--- src/ring_pkg.sv ---
// ring_pkg
// shared widths, frame codes, flit layout and register map for the flit ring node
package ring_pkg;

  localparam int flit_w    = 16;               // one ring word
  localparam int ctrl_w    = 2;                // frame code
  localparam int node_id_w = 4;
  localparam int chan_w    = 2;                // dest_fifo code on the ring
  localparam int entry_w   = ctrl_w + flit_w;  // what every fifo stores
  localparam int adr_w     = 3;                // wishbone word address
  localparam int reg_w     = 32;               // wishbone data width

  // frame codes carried beside each flit
  localparam logic [ctrl_w-1:0] ctrl_none = 2'b00;
  localparam logic [ctrl_w-1:0] ctrl_head = 2'b01;
  localparam logic [ctrl_w-1:0] ctrl_body = 2'b10;
  localparam logic [ctrl_w-1:0] ctrl_tail = 2'b11;

  // channel tags on dest_fifo, anything else is dropped at the input
  localparam logic [chan_w-1:0] chan_req = 2'b01;
  localparam logic [chan_w-1:0] chan_rep = 2'b10;

  // host register map
  localparam logic [adr_w-1:0] reg_rx_req = 3'd0;
  localparam logic [adr_w-1:0] reg_rx_rep = 3'd1;
  localparam logic [adr_w-1:0] reg_tx_req = 3'd2;
  localparam logic [adr_w-1:0] reg_tx_rep = 3'd3;
  localparam logic [adr_w-1:0] reg_status = 3'd4;

  // a flit read as a head (routing fields) or as plain payload
  typedef union packed {
    struct packed {
      logic [node_id_w-1:0]          dest;  // target node
      logic [node_id_w-1:0]          src;   // sending node
      logic [flit_w-2*node_id_w-1:0] tag;   // message kind / sequence
    } head;
    struct packed {
      logic [flit_w-1:0] data;
    } body;
  } flit_u;

endpackage

--- src/ring_ifs.sv ---
`timescale 1ns/100ps
// ring node internal links
// flit_link_if carries one channel toward the link arbiter,
// host_chan_if joins the register block to one channel's host fifos
interface flit_link_if import ring_pkg::*; ();
  logic [entry_w-1:0] entry;  // frame code + flit
  logic               valid;
  logic               take;   // flit moves when valid && take

  modport src (
    output entry,
    output valid,
    input  take
  );

  modport sink (
    input  entry,
    input  valid,
    output take
  );
endinterface

interface host_chan_if import ring_pkg::*; #(
  parameter int FIFO_DEPTH = 8
) ();
  logic [entry_w-1:0]              rx_entry;  // head of receive fifo
  logic                            rx_valid;
  logic [$clog2(FIFO_DEPTH+1)-1:0] rx_count;
  logic                            rx_pop;    // only with rx_valid
  logic [entry_w-1:0]              tx_entry;
  logic                            tx_push;   // only with !tx_full
  logic                            tx_full;

  modport regs (
    input  rx_entry, rx_valid, rx_count, tx_full,
    output rx_pop, tx_entry, tx_push
  );

  modport chan (
    output rx_entry, rx_valid, rx_count, tx_full,
    input  rx_pop, tx_entry, tx_push
  );
endinterface

--- src/flit_fifo.sv ---
`timescale 1ns/100ps
// flit_fifo
// circular buffer of frame-plus-flit entries, head word falls through
module flit_fifo import ring_pkg::*; #(
  parameter int FIFO_DEPTH = 8
) (
  input  logic                            clk,
  input  logic                            rst_n,
  input  logic                            push,
  input  logic [entry_w-1:0]              push_entry,
  input  logic                            pop,
  output logic [entry_w-1:0]              head_entry,
  output logic                            empty,
  output logic                            full,
  output logic [$clog2(FIFO_DEPTH+1)-1:0] count
);
  localparam int ptr_w = (FIFO_DEPTH > 1) ? $clog2(FIFO_DEPTH) : 1;
  localparam int cnt_w = $clog2(FIFO_DEPTH + 1);

  logic [entry_w-1:0] mem [FIFO_DEPTH];
  logic [ptr_w-1:0]   wr_ptr;
  logic [ptr_w-1:0]   rd_ptr;
  logic               do_push;
  logic               do_pop;

  assign do_push    = push && !full;   // overflow is dropped
  assign do_pop     = pop && !empty;
  assign empty      = (count == '0);
  assign full       = (count == cnt_w'(FIFO_DEPTH));
  assign head_entry = mem[rd_ptr];     // fwft

  always_ff @(posedge clk) begin
    if (do_push) begin
      mem[wr_ptr] <= push_entry;
    end
  end

  always_ff @(posedge clk) begin
    if (!rst_n) begin
      wr_ptr <= '0;
      rd_ptr <= '0;
      count  <= '0;
    end else begin
      if (do_push) begin
        wr_ptr <= (wr_ptr == ptr_w'(FIFO_DEPTH - 1)) ? '0 : wr_ptr + 1'b1;  // depth need not be 2^n
      end
      if (do_pop) begin
        rd_ptr <= (rd_ptr == ptr_w'(FIFO_DEPTH - 1)) ? '0 : rd_ptr + 1'b1;
      end
      if (do_push && !do_pop) begin
        count <= count + 1'b1;
      end else if (do_pop && !do_push) begin
        count <= count - 1'b1;
      end
    end
  end
endmodule

--- src/ring_channel.sv ---
`timescale 1ns/100ps
// ring_channel
// one ring channel: routes arriving packets to the local receive fifo or the pass fifo,
// then merges pass traffic with host transmit packets, whole packets at a time
module ring_channel import ring_pkg::*; #(
  parameter int NODE_ID    = 0,
  parameter int FIFO_DEPTH = 8
) (
  input  logic               clk,
  input  logic               rst_n,
  input  logic               in_valid,  // flit for this channel present on the ring
  input  logic [entry_w-1:0] in_entry,
  output logic               in_ready,  // en_pass_* toward upstream
  host_chan_if.chan          host,
  flit_link_if.src           link
);
  flit_u              in_flit;
  logic               is_head;
  logic               head_hit;    // head addressed to this node
  logic               route_local; // route held for body and tail
  logic               to_local;
  logic               pass_full;
  logic               pass_empty;
  logic [entry_w-1:0] pass_head;
  logic               rx_empty;
  logic               rx_full;
  logic               tx_empty;
  logic [entry_w-1:0] tx_head;
  logic               merge_busy;  // mid-packet on the link
  logic               merge_tx;    // source of that packet
  logic               use_tx;
  logic               fire;

  assign in_flit.body.data = in_entry[flit_w-1:0];
  assign is_head  = (in_entry[entry_w-1 -: ctrl_w] == ctrl_head);
  assign head_hit = (in_flit.head.dest == node_id_w'(NODE_ID));
  assign to_local = is_head ? head_hit : route_local;

  always_ff @(posedge clk) begin
    if (!rst_n) begin
      route_local <= 1'b0;
    end else if (in_valid && is_head) begin
      route_local <= head_hit;  // latched per packet
    end
  end

  assign in_ready = !pass_full && !rx_full;  // room on either route

  flit_fifo #(.FIFO_DEPTH(FIFO_DEPTH)) pass_fifo (
    .clk(clk), .rst_n(rst_n),
    .push(in_valid && !to_local), .push_entry(in_entry),
    .pop(fire && !use_tx),
    .head_entry(pass_head), .empty(pass_empty), .full(pass_full), .count()
  );

  flit_fifo #(.FIFO_DEPTH(FIFO_DEPTH)) rx_fifo (
    .clk(clk), .rst_n(rst_n),
    .push(in_valid && to_local), .push_entry(in_entry),
    .pop(host.rx_pop),
    .head_entry(host.rx_entry), .empty(rx_empty), .full(rx_full), .count(host.rx_count)
  );
  assign host.rx_valid = !rx_empty;

  flit_fifo #(.FIFO_DEPTH(FIFO_DEPTH)) tx_fifo (
    .clk(clk), .rst_n(rst_n),
    .push(host.tx_push), .push_entry(host.tx_entry),
    .pop(fire && use_tx),
    .head_entry(tx_head), .empty(tx_empty), .full(host.tx_full), .count()
  );

  // merge: pass traffic first, choice held until the tail leaves
  assign use_tx     = merge_busy ? merge_tx : pass_empty;
  assign link.valid = use_tx ? !tx_empty : !pass_empty;
  assign link.entry = use_tx ? tx_head : pass_head;
  assign fire       = link.valid && link.take;

  always_ff @(posedge clk) begin
    if (!rst_n) begin
      merge_busy <= 1'b0;
      merge_tx   <= 1'b0;
    end else if (fire) begin
      merge_busy <= (link.entry[entry_w-1 -: ctrl_w] != ctrl_tail);  // free after tail
      merge_tx   <= use_tx;
    end
  end
endmodule

--- src/link_arbiter.sv ---
`timescale 1ns/100ps
// link_arbiter
// registered output stage merging the request and reply channels onto the ring,
// reply first, grant held for a whole packet
module link_arbiter import ring_pkg::*; (
  input  logic              clk,
  input  logic              rst_n,
  input  logic              req_ready,  // en_pass_req_in from downstream
  input  logic              rep_ready,  // en_pass_rep_in from downstream
  flit_link_if.sink         req,
  flit_link_if.sink         rep,
  output logic [ctrl_w-1:0] ctrl_out,
  output logic [flit_w-1:0] flit_out,
  output logic [chan_w-1:0] dest_fifo_out
);
  logic               grant_busy;  // packet in flight
  logic               grant_rep;
  logic               cur_rep;     // channel granted this cycle
  logic               out_valid;
  logic               out_rep;
  logic [entry_w-1:0] out_entry;
  logic               sent;
  logic               can_load;
  logic               fire_req;
  logic               fire_rep;

  assign cur_rep  = grant_busy ? grant_rep : rep.valid;  // reply wins a fresh grant
  assign sent     = out_valid && (out_rep ? rep_ready : req_ready);
  assign can_load = !out_valid || sent;
  assign req.take = can_load && !cur_rep && req_ready;
  assign rep.take = can_load && cur_rep && rep_ready;
  assign fire_req = req.valid && req.take;
  assign fire_rep = rep.valid && rep.take;

  // flit shows only while downstream can take it, otherwise held in out_entry
  assign ctrl_out      = sent ? out_entry[entry_w-1 -: ctrl_w] : ctrl_none;
  assign flit_out      = out_entry[flit_w-1:0];
  assign dest_fifo_out = out_rep ? chan_rep : chan_req;  // steady across a packet

  always_ff @(posedge clk) begin
    if (!rst_n) begin
      grant_busy <= 1'b0;
      grant_rep  <= 1'b0;
      out_valid  <= 1'b0;
      out_rep    <= 1'b0;
    end else if (fire_req || fire_rep) begin
      grant_busy <= (cur_rep ? rep.entry[entry_w-1 -: ctrl_w]
                             : req.entry[entry_w-1 -: ctrl_w]) != ctrl_tail;
      grant_rep  <= cur_rep;
      out_valid  <= 1'b1;
      out_rep    <= cur_rep;
    end else if (sent) begin
      out_valid  <= 1'b0;  // drained, nothing new
    end
  end

  always_ff @(posedge clk) begin
    if (fire_req || fire_rep) begin
      out_entry <= cur_rep ? rep.entry : req.entry;
    end
  end
endmodule

--- src/node_regs.sv ---
`timescale 1ns/100ps
// node_regs
// wishbone classic slave, no wait states; pops the receive fifos,
// pushes the transmit fifos and reports fifo status
module node_regs import ring_pkg::*; (
  input  logic             clk,
  input  logic             rst_n,
  input  logic             cyc,
  input  logic             stb,
  input  logic             we,
  input  logic [adr_w-1:0] adr,
  input  logic [reg_w-1:0] dat_w,
  output logic [reg_w-1:0] dat_r,
  output logic             ack,
  host_chan_if.regs        req,
  host_chan_if.regs        rep
);
  logic             access;  // new cycle, not the ack beat
  logic             rd;
  logic             wr;
  logic [reg_w-1:0] status;

  assign access = cyc && stb && !ack;
  assign rd     = access && !we;
  assign wr     = access && we;

  // strobes act on the same edge that registers ack
  assign req.rx_pop  = rd && (adr == reg_rx_req) && req.rx_valid;  // empty read pops nothing
  assign rep.rx_pop  = rd && (adr == reg_rx_rep) && rep.rx_valid;
  assign req.tx_push = wr && (adr == reg_tx_req) && !req.tx_full;  // full write dropped
  assign rep.tx_push = wr && (adr == reg_tx_rep) && !rep.tx_full;
  assign req.tx_entry = dat_w[entry_w-1:0];
  assign rep.tx_entry = dat_w[entry_w-1:0];

  assign status = {{(reg_w-4){1'b0}},
                   rep.tx_full,          // bit 3
                   req.tx_full,          // bit 2
                   (rep.rx_count != '0), // bit 1
                   (req.rx_count != '0)};

  always_ff @(posedge clk) begin
    if (!rst_n) begin
      ack <= 1'b0;
    end else begin
      ack <= access;  // single beat
    end
  end

  // read data, frame code lands in 17:16
  always_ff @(posedge clk) begin
    if (rd) begin
      case (adr)
        reg_rx_req: dat_r <= req.rx_valid ? reg_w'(req.rx_entry) : '0;
        reg_rx_rep: dat_r <= rep.rx_valid ? reg_w'(rep.rx_entry) : '0;
        reg_status: dat_r <= status;
        default:    dat_r <= '0;  // tx registers read back zero
      endcase
    end
  end
endmodule

--- src/ring_node.sv ---
`timescale 1ns/100ps
// ring_node
// one node of the two-channel flit ring: request and reply channels,
// the ring link arbiter and the host register block
module ring_node import ring_pkg::*; #(
  parameter int NODE_ID    = 0,
  parameter int FIFO_DEPTH = 8
) (
  input  logic              clk,
  input  logic              rst_n,
  input  logic [ctrl_w-1:0] ctrl_in,        // 00 none, 01 head, 10 body, 11 tail
  input  logic [flit_w-1:0] flit_in,
  input  logic [chan_w-1:0] dest_fifo_in,   // which channel the flit rides
  input  logic              en_pass_req_in, // downstream pass fifos can take
  input  logic              en_pass_rep_in,
  input  logic              wb_cyc,
  input  logic              wb_stb,
  input  logic              wb_we,
  input  logic [adr_w-1:0]  wb_adr,
  input  logic [reg_w-1:0]  wb_dat_w,
  output logic              en_pass_req,    // to upstream
  output logic              en_pass_rep,
  output logic [ctrl_w-1:0] ctrl_out,
  output logic [flit_w-1:0] flit_out,
  output logic [chan_w-1:0] dest_fifo_out,
  output logic [reg_w-1:0]  wb_dat_r,
  output logic              wb_ack
);
  logic               flit_present;
  logic [entry_w-1:0] in_entry;

  host_chan_if #(.FIFO_DEPTH(FIFO_DEPTH)) req_host ();
  host_chan_if #(.FIFO_DEPTH(FIFO_DEPTH)) rep_host ();
  flit_link_if req_link ();
  flit_link_if rep_link ();

  assign flit_present = (ctrl_in != ctrl_none);
  assign in_entry     = {ctrl_in, flit_in};

  // ring input split by channel tag
  ring_channel #(.NODE_ID(NODE_ID), .FIFO_DEPTH(FIFO_DEPTH)) req_chan (
    .clk(clk), .rst_n(rst_n),
    .in_valid(flit_present && (dest_fifo_in == chan_req)),
    .in_entry(in_entry), .in_ready(en_pass_req),
    .host(req_host.chan), .link(req_link.src)
  );

  ring_channel #(.NODE_ID(NODE_ID), .FIFO_DEPTH(FIFO_DEPTH)) rep_chan (
    .clk(clk), .rst_n(rst_n),
    .in_valid(flit_present && (dest_fifo_in == chan_rep)),
    .in_entry(in_entry), .in_ready(en_pass_rep),
    .host(rep_host.chan), .link(rep_link.src)
  );

  link_arbiter link_arb (
    .clk(clk), .rst_n(rst_n),
    .req_ready(en_pass_req_in), .rep_ready(en_pass_rep_in),
    .req(req_link.sink), .rep(rep_link.sink),
    .ctrl_out(ctrl_out), .flit_out(flit_out), .dest_fifo_out(dest_fifo_out)
  );

  node_regs regs (
    .clk(clk), .rst_n(rst_n),
    .cyc(wb_cyc), .stb(wb_stb), .we(wb_we), .adr(wb_adr), .dat_w(wb_dat_w),
    .dat_r(wb_dat_r), .ack(wb_ack),
    .req(req_host.regs), .rep(rep_host.regs)
  );
endmodule

--- config.mk ---
export PLATFORM = sky130hd
export DESIGN_NAME = ring_node
export DESIGN_NICKNAME = d
export VERILOG_FILES = /design/src/ring_pkg.sv /design/src/ring_ifs.sv /design/src/flit_fifo.sv /design/src/ring_channel.sv /design/src/link_arbiter.sv /design/src/node_regs.sv /design/src/ring_node.sv
export SDC_FILE = /design/constraint.sdc
export NUM_CORES = 1
export LEC_CHECK = 0
export BUFFER_PORTS_ARGS = -buffer_cell sky130_fd_sc_hd__buf_2
export CAP_MARGIN = 40
export CORE_MARGIN = 2
export CORE_UTILIZATION = 52
export DETAILED_ROUTE_END_ITERATION = 7
export PLACE_DENSITY = 0.74
export SLEW_MARGIN = 15
export SYNTH_ARGS = -nofsm -noshare
export SYNTH_HDL_FRONTEND = slang
export SYNTH_HIERARCHICAL = 1
export SYNTH_SLANG_ARGS = --single-unit
--- constraint.sdc ---
create_clock -name clk -period 4.6 [get_ports clk]
set_input_delay 0.23 -clock clk [delete_from_list [all_inputs] [get_ports clk]]
set_output_delay 0.23 -clock clk [all_outputs]
set_load 0.005 [all_outputs]
Word-level counts from Yosys, hierarchy flattened --
Memories as Yosys holds them, arrays and structs flattened. A register that Yosys moved wholly into a read port is not among the register bits. Index checks and enable logic that the tools add are counted. W data, S select, Z words.
Operators by class: bitwise logic cells 0, $lt $le $gt $ge 0, muxes and demuxes 67, multipliers 0, $add $sub $neg 24, shifts and indexed selects 0, reductions and logical operators 109, eq/ne operators 28, divide/modulo/power cells 0
Operators by type and width (count):
- $pmux W32 S3 | 1
- $mux W18 | 5
- $mux W3 | 24
- $logic_and A1 B1 Y1 | 57
- $mux W4 | 12
- $eq A3 B3 Y1 const B | 13
- $add A3 B1 Y3 const B | 12
- $logic_not A1 Y1 | 32
- $logic_not A4 Y1 | 7
- $add A4 B1 Y4 const B | 6
- $eq A4 B4 Y1 const B | 6
- $sub A4 B1 Y4 const B | 6
- $mux W1 | 22
- $reduce_bool A2 Y1 | 8
- $reduce_bool A4 Y1 | 2
- $eq A3 B2 Y1 const B | 2
- $mux W2 | 3
- $ne A2 B2 Y1 const B | 3
- $eq A2 B1 Y1 const B | 2
- $eq A3 B1 Y1 const B | 1
- $logic_not A3 Y1 | 1
- $eq A2 B2 Y1 const B | 1
- $logic_or A1 B1 Y1 | 2
Storage, ports and cells: bits in read-only memories 0, latch bits 0, input bits 62, flip-flop bits (word level) 120, output and inout port bits 55, memory bits (writable) 864, memories kept 6
Memories:
- rep_chan.pass_fifo.mem | words 8, bits a word 18, read ports 1, clocked after Yosys merged registers in 1, write ports 1, RTL line flit_fifo.sv:20 | logic [entry_w-1:0] mem [FIFO_DEPTH];
- rep_chan.rx_fifo.mem | words 8, bits a word 18, read ports 1, clocked after Yosys merged registers in 1, write ports 1, RTL line flit_fifo.sv:20
- rep_chan.tx_fifo.mem | words 8, bits a word 18, read ports 1, clocked after Yosys merged registers in 1, write ports 1, RTL line flit_fifo.sv:20
- req_chan.pass_fifo.mem | words 8, bits a word 18, read ports 1, clocked after Yosys merged registers in 1, write ports 1, RTL line flit_fifo.sv:20
- req_chan.rx_fifo.mem | words 8, bits a word 18, read ports 1, clocked after Yosys merged registers in 1, write ports 1, RTL line flit_fifo.sv:20
- req_chan.tx_fifo.mem | words 8, bits a word 18, read ports 1, clocked after Yosys merged registers in 1, write ports 1, RTL line flit_fifo.sv:20

Logic depth before layout (Yosys ltp) --
Gate-level depths: netlist of run 1.
depth in word-level cells 13, gate-level depth with buffers 16, mapped depth without buffers 15

Hierarchy --
The synthesis of run 1 kept the hierarchy.
Modules (own cells, without submodules):
- flit_fifo | sequential area each 4584.4 sq um, area an instance 6247.2 sq um, instances 6, cells an instance 284
- node_regs | sequential area each 560.5 sq um, area an instance 1265.0 sq um, instances 1, cells an instance 110
- link_arbiter | sequential area each 600.6 sq um, area an instance 1102.3 sq um, instances 1, cells an instance 80
- ring_channel | sequential area each 60.1 sq um, area an instance 454.2 sq um, instances 2, cells an instance 48
- ring_node | sequential area each 0.0 sq um, area an instance 18.8 sq um, instances 1, cells an instance 3

Worst setup path before layout of run 1 --
No wires, ideal clock.
path type reg2reg, start reg regs.ack, end mem rep_chan/tx_fifo/mem[0][0] (netlist bit) (enable), library setup time 0.439 ns, cell stages (with the launch flop) 7, data required time 4.161 ns, slack 1.056 ns, arrival 3.105 ns, cells stage by stage dfxtp_1 -> nand3b_1 -> or3_1 -> nor3b_1 -> a21bo_2 -> buf_6 -> nor4_1
On the way: cells in the longest elaborated chain, start to end 8
RTL lines:
- start: declaration | RTL line node_regs.sv:14 | output logic ack,
- start signal: assignment | RTL line node_regs.sv:45 | ack <= access;
- $logic_not A1 Y1 | RTL line node_regs.sv:23 | assign access = cyc && stb && !ack;
- $logic_and A1 B1 Y1 | RTL line node_regs.sv:23
- $logic_and A1 B1 Y1 | RTL line node_regs.sv:25 | assign wr = access && we;
- $logic_and A1 B1 Y1 (2 in a row) | RTL line node_regs.sv:31 | assign rep.tx_push = wr && (adr == reg_tx_rep) && !rep.tx_full;
- via rep_host.tx_push | RTL line ring_ifs.sv:31 | logic tx_push;
- $logic_and A1 B1 Y1 | RTL line flit_fifo.sv:26 | assign do_push = push && !full;
- $mux W1 | RTL line flit_fifo.sv:33 | if (do_push) begin
- $mux W1 (implied by the code) | RTL line flit_fifo.sv:34 | mem[wr_ptr] <= push_entry;
- end: declaration | RTL line flit_fifo.sv:20
The timed path passes the listed nets, and every way through them passes these cells.

Worst setup path after layout of run 1 --
start reg rep_chan.tx_fifo.count[0], end reg req_chan.tx_fifo.count[3]
On the way: cells in the longest elaborated chain, start to end 13, elaborated cells between the ends (all ways) 15, those cells by class 3 x mux; 12 x reduce/logical
RTL lines:
- start: declaration | RTL line flit_fifo.sv:15 | output logic [$clog2(FIFO_DEPTH+1)-1:0] count
- start signal: assignment | RTL line flit_fifo.sv:51 | count <= count + 1'b1;
- start signal: assignment | RTL line flit_fifo.sv:53 | count <= count - 1'b1;
- $logic_not A4 Y1 (*) | RTL line flit_fifo.sv:28 | assign empty = (count == '0);
- via rep_chan.tx_empty | RTL line ring_channel.sv:27 | logic tx_empty;
- $logic_not A1 Y1 (*) | RTL line ring_channel.sv:73 | assign link.valid = use_tx ? !tx_empty : !pass_empty;
- $mux W1 (*) | RTL line ring_channel.sv:73
- via rep_link.valid | RTL line ring_ifs.sv:7 | logic valid;
- $mux W1 (*) | RTL line link_arbiter.sv:27 | assign cur_rep = grant_busy ? grant_rep : rep.valid;
- $logic_not A1 Y1 (*) | RTL line link_arbiter.sv:30 | assign req.take = can_load && !cur_rep && req_ready;
- $logic_and A1 B1 Y1 (*) (2 in a row) | RTL line link_arbiter.sv:30
- via req_link.take | RTL line ring_ifs.sv:8 | logic take;
- $logic_and A1 B1 Y1 (*) | RTL line ring_channel.sv:75 | assign fire = link.valid && link.take;
- $logic_and A1 B1 Y1 (*) | RTL line ring_channel.sv:67 | .pop(fire && use_tx),
- $logic_and A1 B1 Y1 (*) | RTL line flit_fifo.sv:27 | assign do_pop = pop && !empty;
- $logic_not A1 Y1 | RTL line flit_fifo.sv:50 | if (do_push && !do_pop) begin
- $logic_and A1 B1 Y1 | RTL line flit_fifo.sv:50
- $mux W4 or $reduce_bool A2 Y1 (tied branches)
- end signal: assignment | RTL line flit_fifo.sv:51
- end signal: assignment | RTL line flit_fifo.sv:53
- end: declaration | RTL line flit_fifo.sv:15
The timed path passes the listed nets; every way through them passes the cells marked *. A chain may end at the register's enable or synchronous reset.

==> results of run 1 <==
==> cell usage in the layout (no fill, tap or decap), drive strengths merged, types with 22 or more instances in the layout <==
| cell | Yosys | routed |
|---|---|---|
| a21oi | 23 | 23 |
| and2 | 22 | 22 |
| buf | 130 | 175 |
| clkbuf | 24 | 113 |
| clkinv | 0 | 41 |
| dfxtp | 88 | 88 |
| edfxtp | 900 | 900 |
| ha | 42 | 42 |
| inv | 21 | 27 |
| mux2 | 165 | 165 |
| mux2i | 28 | 28 |
| mux4 | 216 | 216 |
| nand2 | 60 | 60 |
| nand2b | 22 | 22 |
| nor2 | 34 | 34 |
| nor2b | 30 | 30 |
| nor3 | 37 | 37 |
==> worst max-delay path by stage <==
stage / startpoint / endpoint / slack, ns
6_report: rep_chan/tx_fifo/count[0]$_SDFFE_PN0P_ / req_chan/tx_fifo/count[3]$_SDFFE_PN0P_ / 0.36
5_1_grt: rep_chan/tx_fifo/count[0]$_SDFFE_PN0P_ / req_chan/pass_fifo/count[3]$_SDFFE_PN0P_ / 0.13
4_1_cts: rep_chan/tx_fifo/count[0]$_SDFFE_PN0P_ / req_chan/pass_fifo/count[3]$_SDFFE_PN0P_ / 0.50
3_5_place_dp: rep_chan/tx_fifo/count[0]$_SDFFE_PN0P_ / req_chan/pass_fifo/count[3]$_SDFFE_PN0P_ / 0.49
3_3_place_gp: rep_chan/tx_fifo/count[0]$_SDFFE_PN0P_ / req_chan/pass_fifo/count[3]$_SDFFE_PN0P_ / 0.65
2_1_floorplan: regs/ack$_SDFF_PN0_ / rep_chan/tx_fifo/mem[0][0]$_DFFE_PP_ / 1.06
==> metrics by stage <==
| stage | instances | worst slack (ns) | hold slack [ns] | utilization, % | cell area [um^2] |
|---|---|---|---|---|---|
| floorplan | 2006 | 1.06 | 0.329 | - | 40800 |
| global placement | 3051 | 0.648 | 0.472 | 54.3 | 42200 |
| detailed placement | 3068 | 0.487 | 0.479 | 54.8 | 42500 |
| CTS | 3262 | 0.500 | 0.00884 | 59.1 | 45900 |
| global route | 3264 | 0.125 | 0.0512 | 59.1 | 45900 |
| finish | 3271 | 0.358 | 0.0533 | 59.1 | 45900 |
==> registers in the layout, summed over array words and instances, names as in the netlist, 4 cells and up, named ones only <==
name / flops
link_arb/out_entry: 18
rep_chan/pass_fifo/mem: 144
req_chan/tx_fifo/mem: 144
regs/dat_r: 18
req_chan/rx_fifo/mem: 144
rep_chan/tx_fifo/count: 4
req_chan/pass_fifo/mem: 144
req_chan/rx_fifo/count: 4
req_chan/pass_fifo/count: 4
req_chan/tx_fifo/count: 4
rep_chan/rx_fifo/count: 4
rep_chan/tx_fifo/mem: 144
rep_chan/pass_fifo/count: 4
rep_chan/rx_fifo/mem: 144
==> report_power, final <==
group | internal (mW) | switching, mW | total (mW)
Sequential | 10.1 | 0.185 | 10.2
Clock | 4.61 | 3.23 | 7.84
Combinational | 1.03 | 1.28 | 2.31
Total | 15.7 | 4.69 | 20.4
==> metal layers <==
metal	share of wire (%)	routed length [um]
met1	41	35600
met2	49	42600
met4	2.8	2470
met3	7.3	6340
met5	0.015	13
==> cells by family (layout without fill, tap and decap cells) <==
family                   Yosys count  count (layout)  synth area share [%]
multiplexers                     409             409                  19.1
AND/OR/NAND/NOR                  258             258                  3.37
other                              1              23               0.00920
adder cells (fa/ha/maj)           48              48                  1.58
AO/OA/AOI/OAI                    102             102                  2.13
XOR/XNOR                          12              12                 0.258
flip-flops                       988             988                  70.6
buffers and inverters            175             391                  2.94
==> worst register-to-register path: stages (launching register included) <==
cell and delay, ns:
dfxtp_1 0.42, nor4_1 0.56, mux2_2 0.26, a22oi_1 0.17
mux2i_2 0.23, buf_4 0.36, and3_4 0.29, nand2b_1 0.10
nor2_1 0.18, o41ai_4 0.17, ha_1 0.25, inv_1 0.14
ha_1 0.28, a21oi_1 0.22, a211oi_1 0.12, a31oi_1 0.20
mux2i_1 0.20
==> final cells by class <==
| class | instances | area (um^2) | area share (%) |
|---|---|---|---|
| flip-flops and latches | 988 | 28800 | 62.8 |
| multi-input cells | 843 | 11000 | 24.0 |
| clock buffers | 113 | 2500 | 5.46 |
| repair buffers | 197 | 1510 | 3.28 |
| well taps | 1040 | 1300 | 2.84 |
| clock inverters | 60 | 644 | 1.40 |
| inverters | 21 | 78.8 | 0.172 |
| diodes | 9 | 22.5 | 0.0491 |
==> run_results.csv, run 1 <==
group,metric,value,unit
global_route,grt_start_max_net_pins,62,
power_and_ir_drop,vdd_drop_max,0.296,mV
global_route,grt_use_total,21.4,%
worst_setup_path,critPathSlowestCell,"nor4_1",
clocking,cts_resized,0,
clocking,root_buffer,"clkbuf_16",
route,wirelength,87000,um
floorplanning,rows,102,
hold_path,hp-class,"in2reg",
timing,worst_slew_pin_slew,0.890,ns
layout,drive_gt1_share,24.6,%
clocking,cts_htree_levels,3,
worst_setup_path,worstPathArrival,4.81,ns
global_route,overflow,0,
yosys,synth_area,40800,um^2
yosys,yosys.area.top_type,"edfxtp_1",
place,place_congestion,0.814,
yosys,synth_cell_types,55,
flow_run,cap_violations,0,
hold_path,min_path_cells,5,
global_route,grt_pass1_wl,128000,um
power_and_ir_drop,total_power,20.4,mW
timing,finalHoldViolCount,0,
yosys,synth_flop_cell,"edfxtp_1",
timing,rsz0062_at_grt,"no",
clocking,numClockSinks,988,
global_route,grtUsageMet3,3.46,%
yosys,synth_common_cells,"edfxtp_1 (900), mux4_1 (210), mux2_2 (150)",
power_and_ir_drop,power_density,445,nW/um^2
worst_setup_path,crit_buf_inv,2,
place,hpwl,53000,um
yosys,avgSynthCellArea,20.5,um^2
worst_setup_path,critPathRequiredTime,5.17,ns
route,via_per_inst,6.01,
yosys,yosysMostFrequentCell,"edfxtp_1",
layout,finalNetCount,2254,
worst_setup_path,crit_type,"reg2reg",
yosys,yosys_warnings,6,
clocking,path_clk_slew,0.06,ns
global_route,grt_util_met1,29.6,%
route,vias,19700,
clocking,tritoncts,"built",
clocking,cts_hold_buf,21,
yosys,synth_edf_count,900,
worst_setup_path,worst-r2r-cell-count,16,
global_route,busiest_layer,"met2",
route,wl_per_cell,26.6,um
timing,clock_skew,0.0169,ns
clocking,numCtsBuffers,93,
timing,relSlewSlack,40.6,%
clocking,clock_path_buffers,3,
worst_setup_path,critPathMaxStageDelay,0.56,ns
worst_setup_path,reg2reg_setup_slack,0.36,ns
timing,setup_violations,0,
worst_setup_path,endpoint_kind,"register",
worst_setup_path,critPathLaunchType,"register",
timing,setup_tns,0,ns
clocking,post_cts_buffers,0,
yosys,synthTopCellsByArea,"edfxtp_1 (66%), mux4_1 (14%), dfxtp_1 (4.3%)",
floorplanning,coreArea,77600,um^2
layout,fill_cells,5373,
worst_setup_path,r2r-end,"req_chan/tx_fifo/count[3]$_SDFFE_PN0P_",
route,dr.pass1.iters,7,
timing,fmax,0.236,GHz
route,ant_nets,0,
timing,finalCritPeriodShare,92.2,%
global_route,grt_pass1_vias,20000,
layout,synthToLayoutAreaGrowth,12.5,%
route,drc,0,
timing,slew_viol_final,0,
power_and_ir_drop,leakage,15.3,nW
global_route,grt_antenna_before_repair,4,
hold_path,min_to,"rep_chan/route_local$_SDFFE_PN0P_",
worst_setup_path,cpMostUsedCell,"ha_1",
floorplanning,die_area,80700,um^2
floorplanning,initial_core_util,52.6,%
clocking,clock_latency,0.65,ns
hold_path,hp-start,"dest_fifo_in[0]",
outcome,status,"finished, final reports clean",
route,drt_iter0_markers,1885,
worst_setup_path,path_depth,16,
yosys,async_reset_ff_share,0,%
worst_setup_path,worstPathCellList,"nor4_1, mux2_2, a22oi_1, mux2i_2, buf_4, and3_4, nand2b_1, nor2_1, o41ai_4, ha_1, inv_1, ha_1, a21oi_1, a211oi_1, a31oi_1, mux2i_1",
floorplanning,dieWidth,284,um
worst_setup_path,crit_family,"simple AND/OR/NAND/NOR gates",
place,io_buffers,88,
yosys,ys_seq_area_share,70.6,%
yosys,syn_inst,1993,
floorplanning,die_h,284,um
worst_setup_path,r2r_start,"rep_chan/tx_fifo/count[0]$_SDFFE_PN0P_",
global_route,globalRouteMet2Util,35.0,%
yosys,ys_ff_latch,988,
timing,period_needed,4.24,ns
yosys,synth_top_area_share,66.3,%
worst_setup_path,crit_fanout,23,
floorplanning,io_pins,117,
Note: power is estimated with default switching activity, not from simulation.
==> run 2: changes to the inputs <==
--- a/config.mk
+++ b/config.mk
@@ -6,11 +6,12 @@
 export NUM_CORES = 1
 export LEC_CHECK = 0
 export BUFFER_PORTS_ARGS = -buffer_cell sky130_fd_sc_hd__buf_2
-export CAP_MARGIN = 40
 export CORE_MARGIN = 2
 export CORE_UTILIZATION = 52
+export CTS_CLUSTER_SIZE = 24
 export DETAILED_ROUTE_END_ITERATION = 7
 export PLACE_DENSITY = 0.74
+export REMOVE_ABC_BUFFERS = 1
 export SLEW_MARGIN = 15
 export SYNTH_ARGS = -nofsm -noshare
 export SYNTH_HDL_FRONTEND = slang
==> run 2 against run 1 <==
  * Sequential power is essentially flat
  * Total power decreased by 1.1%
  * Non-clock buffer count decreased by 19
  * Die area stayed put
  * Register-to-register slack worse by 0.11 ns
  * Combinational power shrank 4%
  * Critical path depth down 1
  * Clock-buffer cell count grew 6
  * Final cell count decreased by 0.83%
  * Core utilization is 0.55 points lower
  * Setup slack lost 0.11 ns
  * Critical path type unchanged
  * Critical endpoint is now req_chan/pass_fifo/count[3]$_SDFFE_PN0P_
  * Largest cell class unchanged
  * Highest routed layer unchanged
==> run_results.csv, run 2 (same netlist as run 1, synthesis figures left out) <==
group,metric,value,unit
clocking,numCtsBuffers,95,
global_route,overflow,0,
power_and_ir_drop,vdd_drop_max,0.306,mV
worst_setup_path,critPathRequiredTime,5.16,ns
route,drt_iter0_markers,1731,
worst_setup_path,endpoint_kind,"register",
timing,fmax,0.230,GHz
worst_setup_path,worstPathArrival,4.91,ns
global_route,grt_pass1_wl,127000,um
timing,finalCritPeriodShare,94.5,%
flow_run,cap_violations,0,
layout,multi_input_area,11000,um^2
route,wirelength,85900,um
layout,drive_gt1_share,23.5,%
layout,finalNetCount,2237,
layout,final_cell_mix,"edfxtp_1 (900), mux4_1 (210), mux2_2 (150)",
floorplanning,die_area,80700,um^2
clocking,cts_resized,0,
layout,fill_cells,5433,
worst_setup_path,crit_fanout,6,
hold_path,hp-start,"en_pass_req_in",
worst_setup_path,critPathLaunch,"rep_chan/pass_fifo/count[0]$_SDFFE_PN0P_",
power_and_ir_drop,leakage,15.1,nW
route,vias,19600,
layout,layout_commonest_cell,"edfxtp_1",
place,place_congestion,0.765,
hold_path,hp-class,"in2reg",
power_and_ir_drop,power_density,444,nW/um^2
hold_path,min_path_cells,3,
route,dr.pass1.iters,5,
timing,setup_tns,0,ns
route,ant_nets,0,
global_route,grt_pass1_vias,19800,
timing,setup_violations,0,
clocking,numClockSinks,988,
global_route,grt_use_total,21.3,%
floorplanning,dieWidth,284,um
global_route,grt_antenna_before_repair,7,
worst_setup_path,critPathLaunchType,"register",
clocking,clock_latency,0.65,ns
global_route,grt_start_max_net_pins,77,
route,drc,0,
clocking,cts_htree_levels,3,
clocking,tritoncts,"built",
timing,worst_slew_pin_slew,1.20,ns
clocking,root_buffer,"clkbuf_16",
timing,holdWs,0.0435,ns
clocking,clock_path_buffers,3,
hold_path,min_to,"link_arb/out_rep$_SDFFE_PN0P_",
place,hpwl,49300,um
worst_setup_path,crit_type,"reg2reg",
clocking,path_clk_slew,0.06,ns
timing,rsz0062_at_grt,"no",
place,io_buffers,88,
route,via_per_inst,6.03,
floorplanning,initial_core_util,52.6,%
worst_setup_path,r2r-end,"req_chan/pass_fifo/count[3]$_SDFFE_PN0P_",
timing,finalHoldViolCount,0,
timing,slew_viol_final,0,
worst_setup_path,reg2reg_setup_slack,0.25,ns
timing,clock_skew,0.0208,ns
route,wl_per_cell,26.5,um
layout,synthToLayoutAreaGrowth,11.4,%
layout,layout.cell_area.non_filler,45400,um^2
timing,period_needed,4.35,ns
floorplanning,die_h,284,um
timing,relSlewSlack,19.9,%
worst_setup_path,worst-r2r-cell-count,15,
floorplanning,rows,102,
floorplanning,io_pins,117,
floorplanning,coreArea,77600,um^2
layout,seqCellArea,28800,um^2
place,place_area,42100,um^2
worst_setup_path,r2r_start,"rep_chan/pass_fifo/count[0]$_SDFFE_PN0P_",
outcome,status,"finished, final reports clean",
[run 2: final cells by class]
class,instances,area share (%)
Timing Repair Buffer,178,2.59
Sequential cell,988,63.4
Multi-Input combinational cell,843,24.2
Antenna cell,1,0.00551
Inverter,21,0.173
Clock inverter,54,1.19
Clock buffer,119,5.58
Tap cell,1040,2.86
[run 2: where the power goes]
part           internal (mW)  total (mW)  switching, mW
clock network           4.47        7.69           3.22
registers               10.1        10.3          0.215
logic                   1.01        2.22           1.21
total                   15.5        20.2           4.64
[run 2: layer usage]
metal	vias up	wire length, um	track usage (%)
li1	8451	-	-
met1	10300	35500	29.3
met2	710	42400	35.4
met3	119	6040	3.30
met4	8	1940	6.37
met5	-	35	0
[run 2: how the worst max path moves through the flow]
| stage | end | slack (ns) |
|---|---|---|
| 5_1_grt | req_chan/pass_fifo/count[3]$_SDFFE_PN0P_ | 0.12 |
| 2_1_floorplan | req_chan/pass_fifo/count[3]$_SDFFE_PN0P_ | 0.56 |
| 3_5_place_dp | req_chan/pass_fifo/count[3]$_SDFFE_PN0P_ | 0.36 |
| 4_1_cts | req_chan/pass_fifo/count[3]$_SDFFE_PN0P_ | 0.27 |
| 3_3_place_gp | req_chan/pass_fifo/count[3]$_SDFFE_PN0P_ | 0.52 |
| 6_report | req_chan/pass_fifo/count[3]$_SDFFE_PN0P_ | 0.25 |
[run 2: metrics by stage]
stage | worst slack [ns] | cells | total power [mW] | util (%)
2_1_floorplan | 0.558 | 1852 | 11.7 | -
3_3_place_gp | 0.518 | 3046 | 12.6 | 54.3
3_5_place_dp | 0.363 | 3046 | 12.6 | 54.3
4_1_cts | 0.267 | 3243 | 20.3 | 58.6
5_1_grt | 0.118 | 3243 | 20.8 | 58.6
6_report | 0.251 | 3244 | 20.2 | 58.6
[run 2: what timing repair did]
item,4_1_cts,5_1_grt
endpoints found under the setup margin,0,0
hold buffers,24,0
endpoints found under the hold margin,293,0
setup buffers,0,0
[run 2: critical path, cell delays in order, from the launching register on]
cell      delay [ns]
dfxtp_1         0.40
nor4_1          0.81
mux2_2          0.29
a22oi_1         0.11
mux2i_2         0.26
and3_4          0.27
nand2b_1        0.09
a21oi_1         0.40
o41ai_4         0.24
ha_1            0.26
inv_1           0.15
ha_1            0.30
a21oi_1         0.20
a211oi_1        0.10
a31oi_1         0.19
mux2i_1         0.21
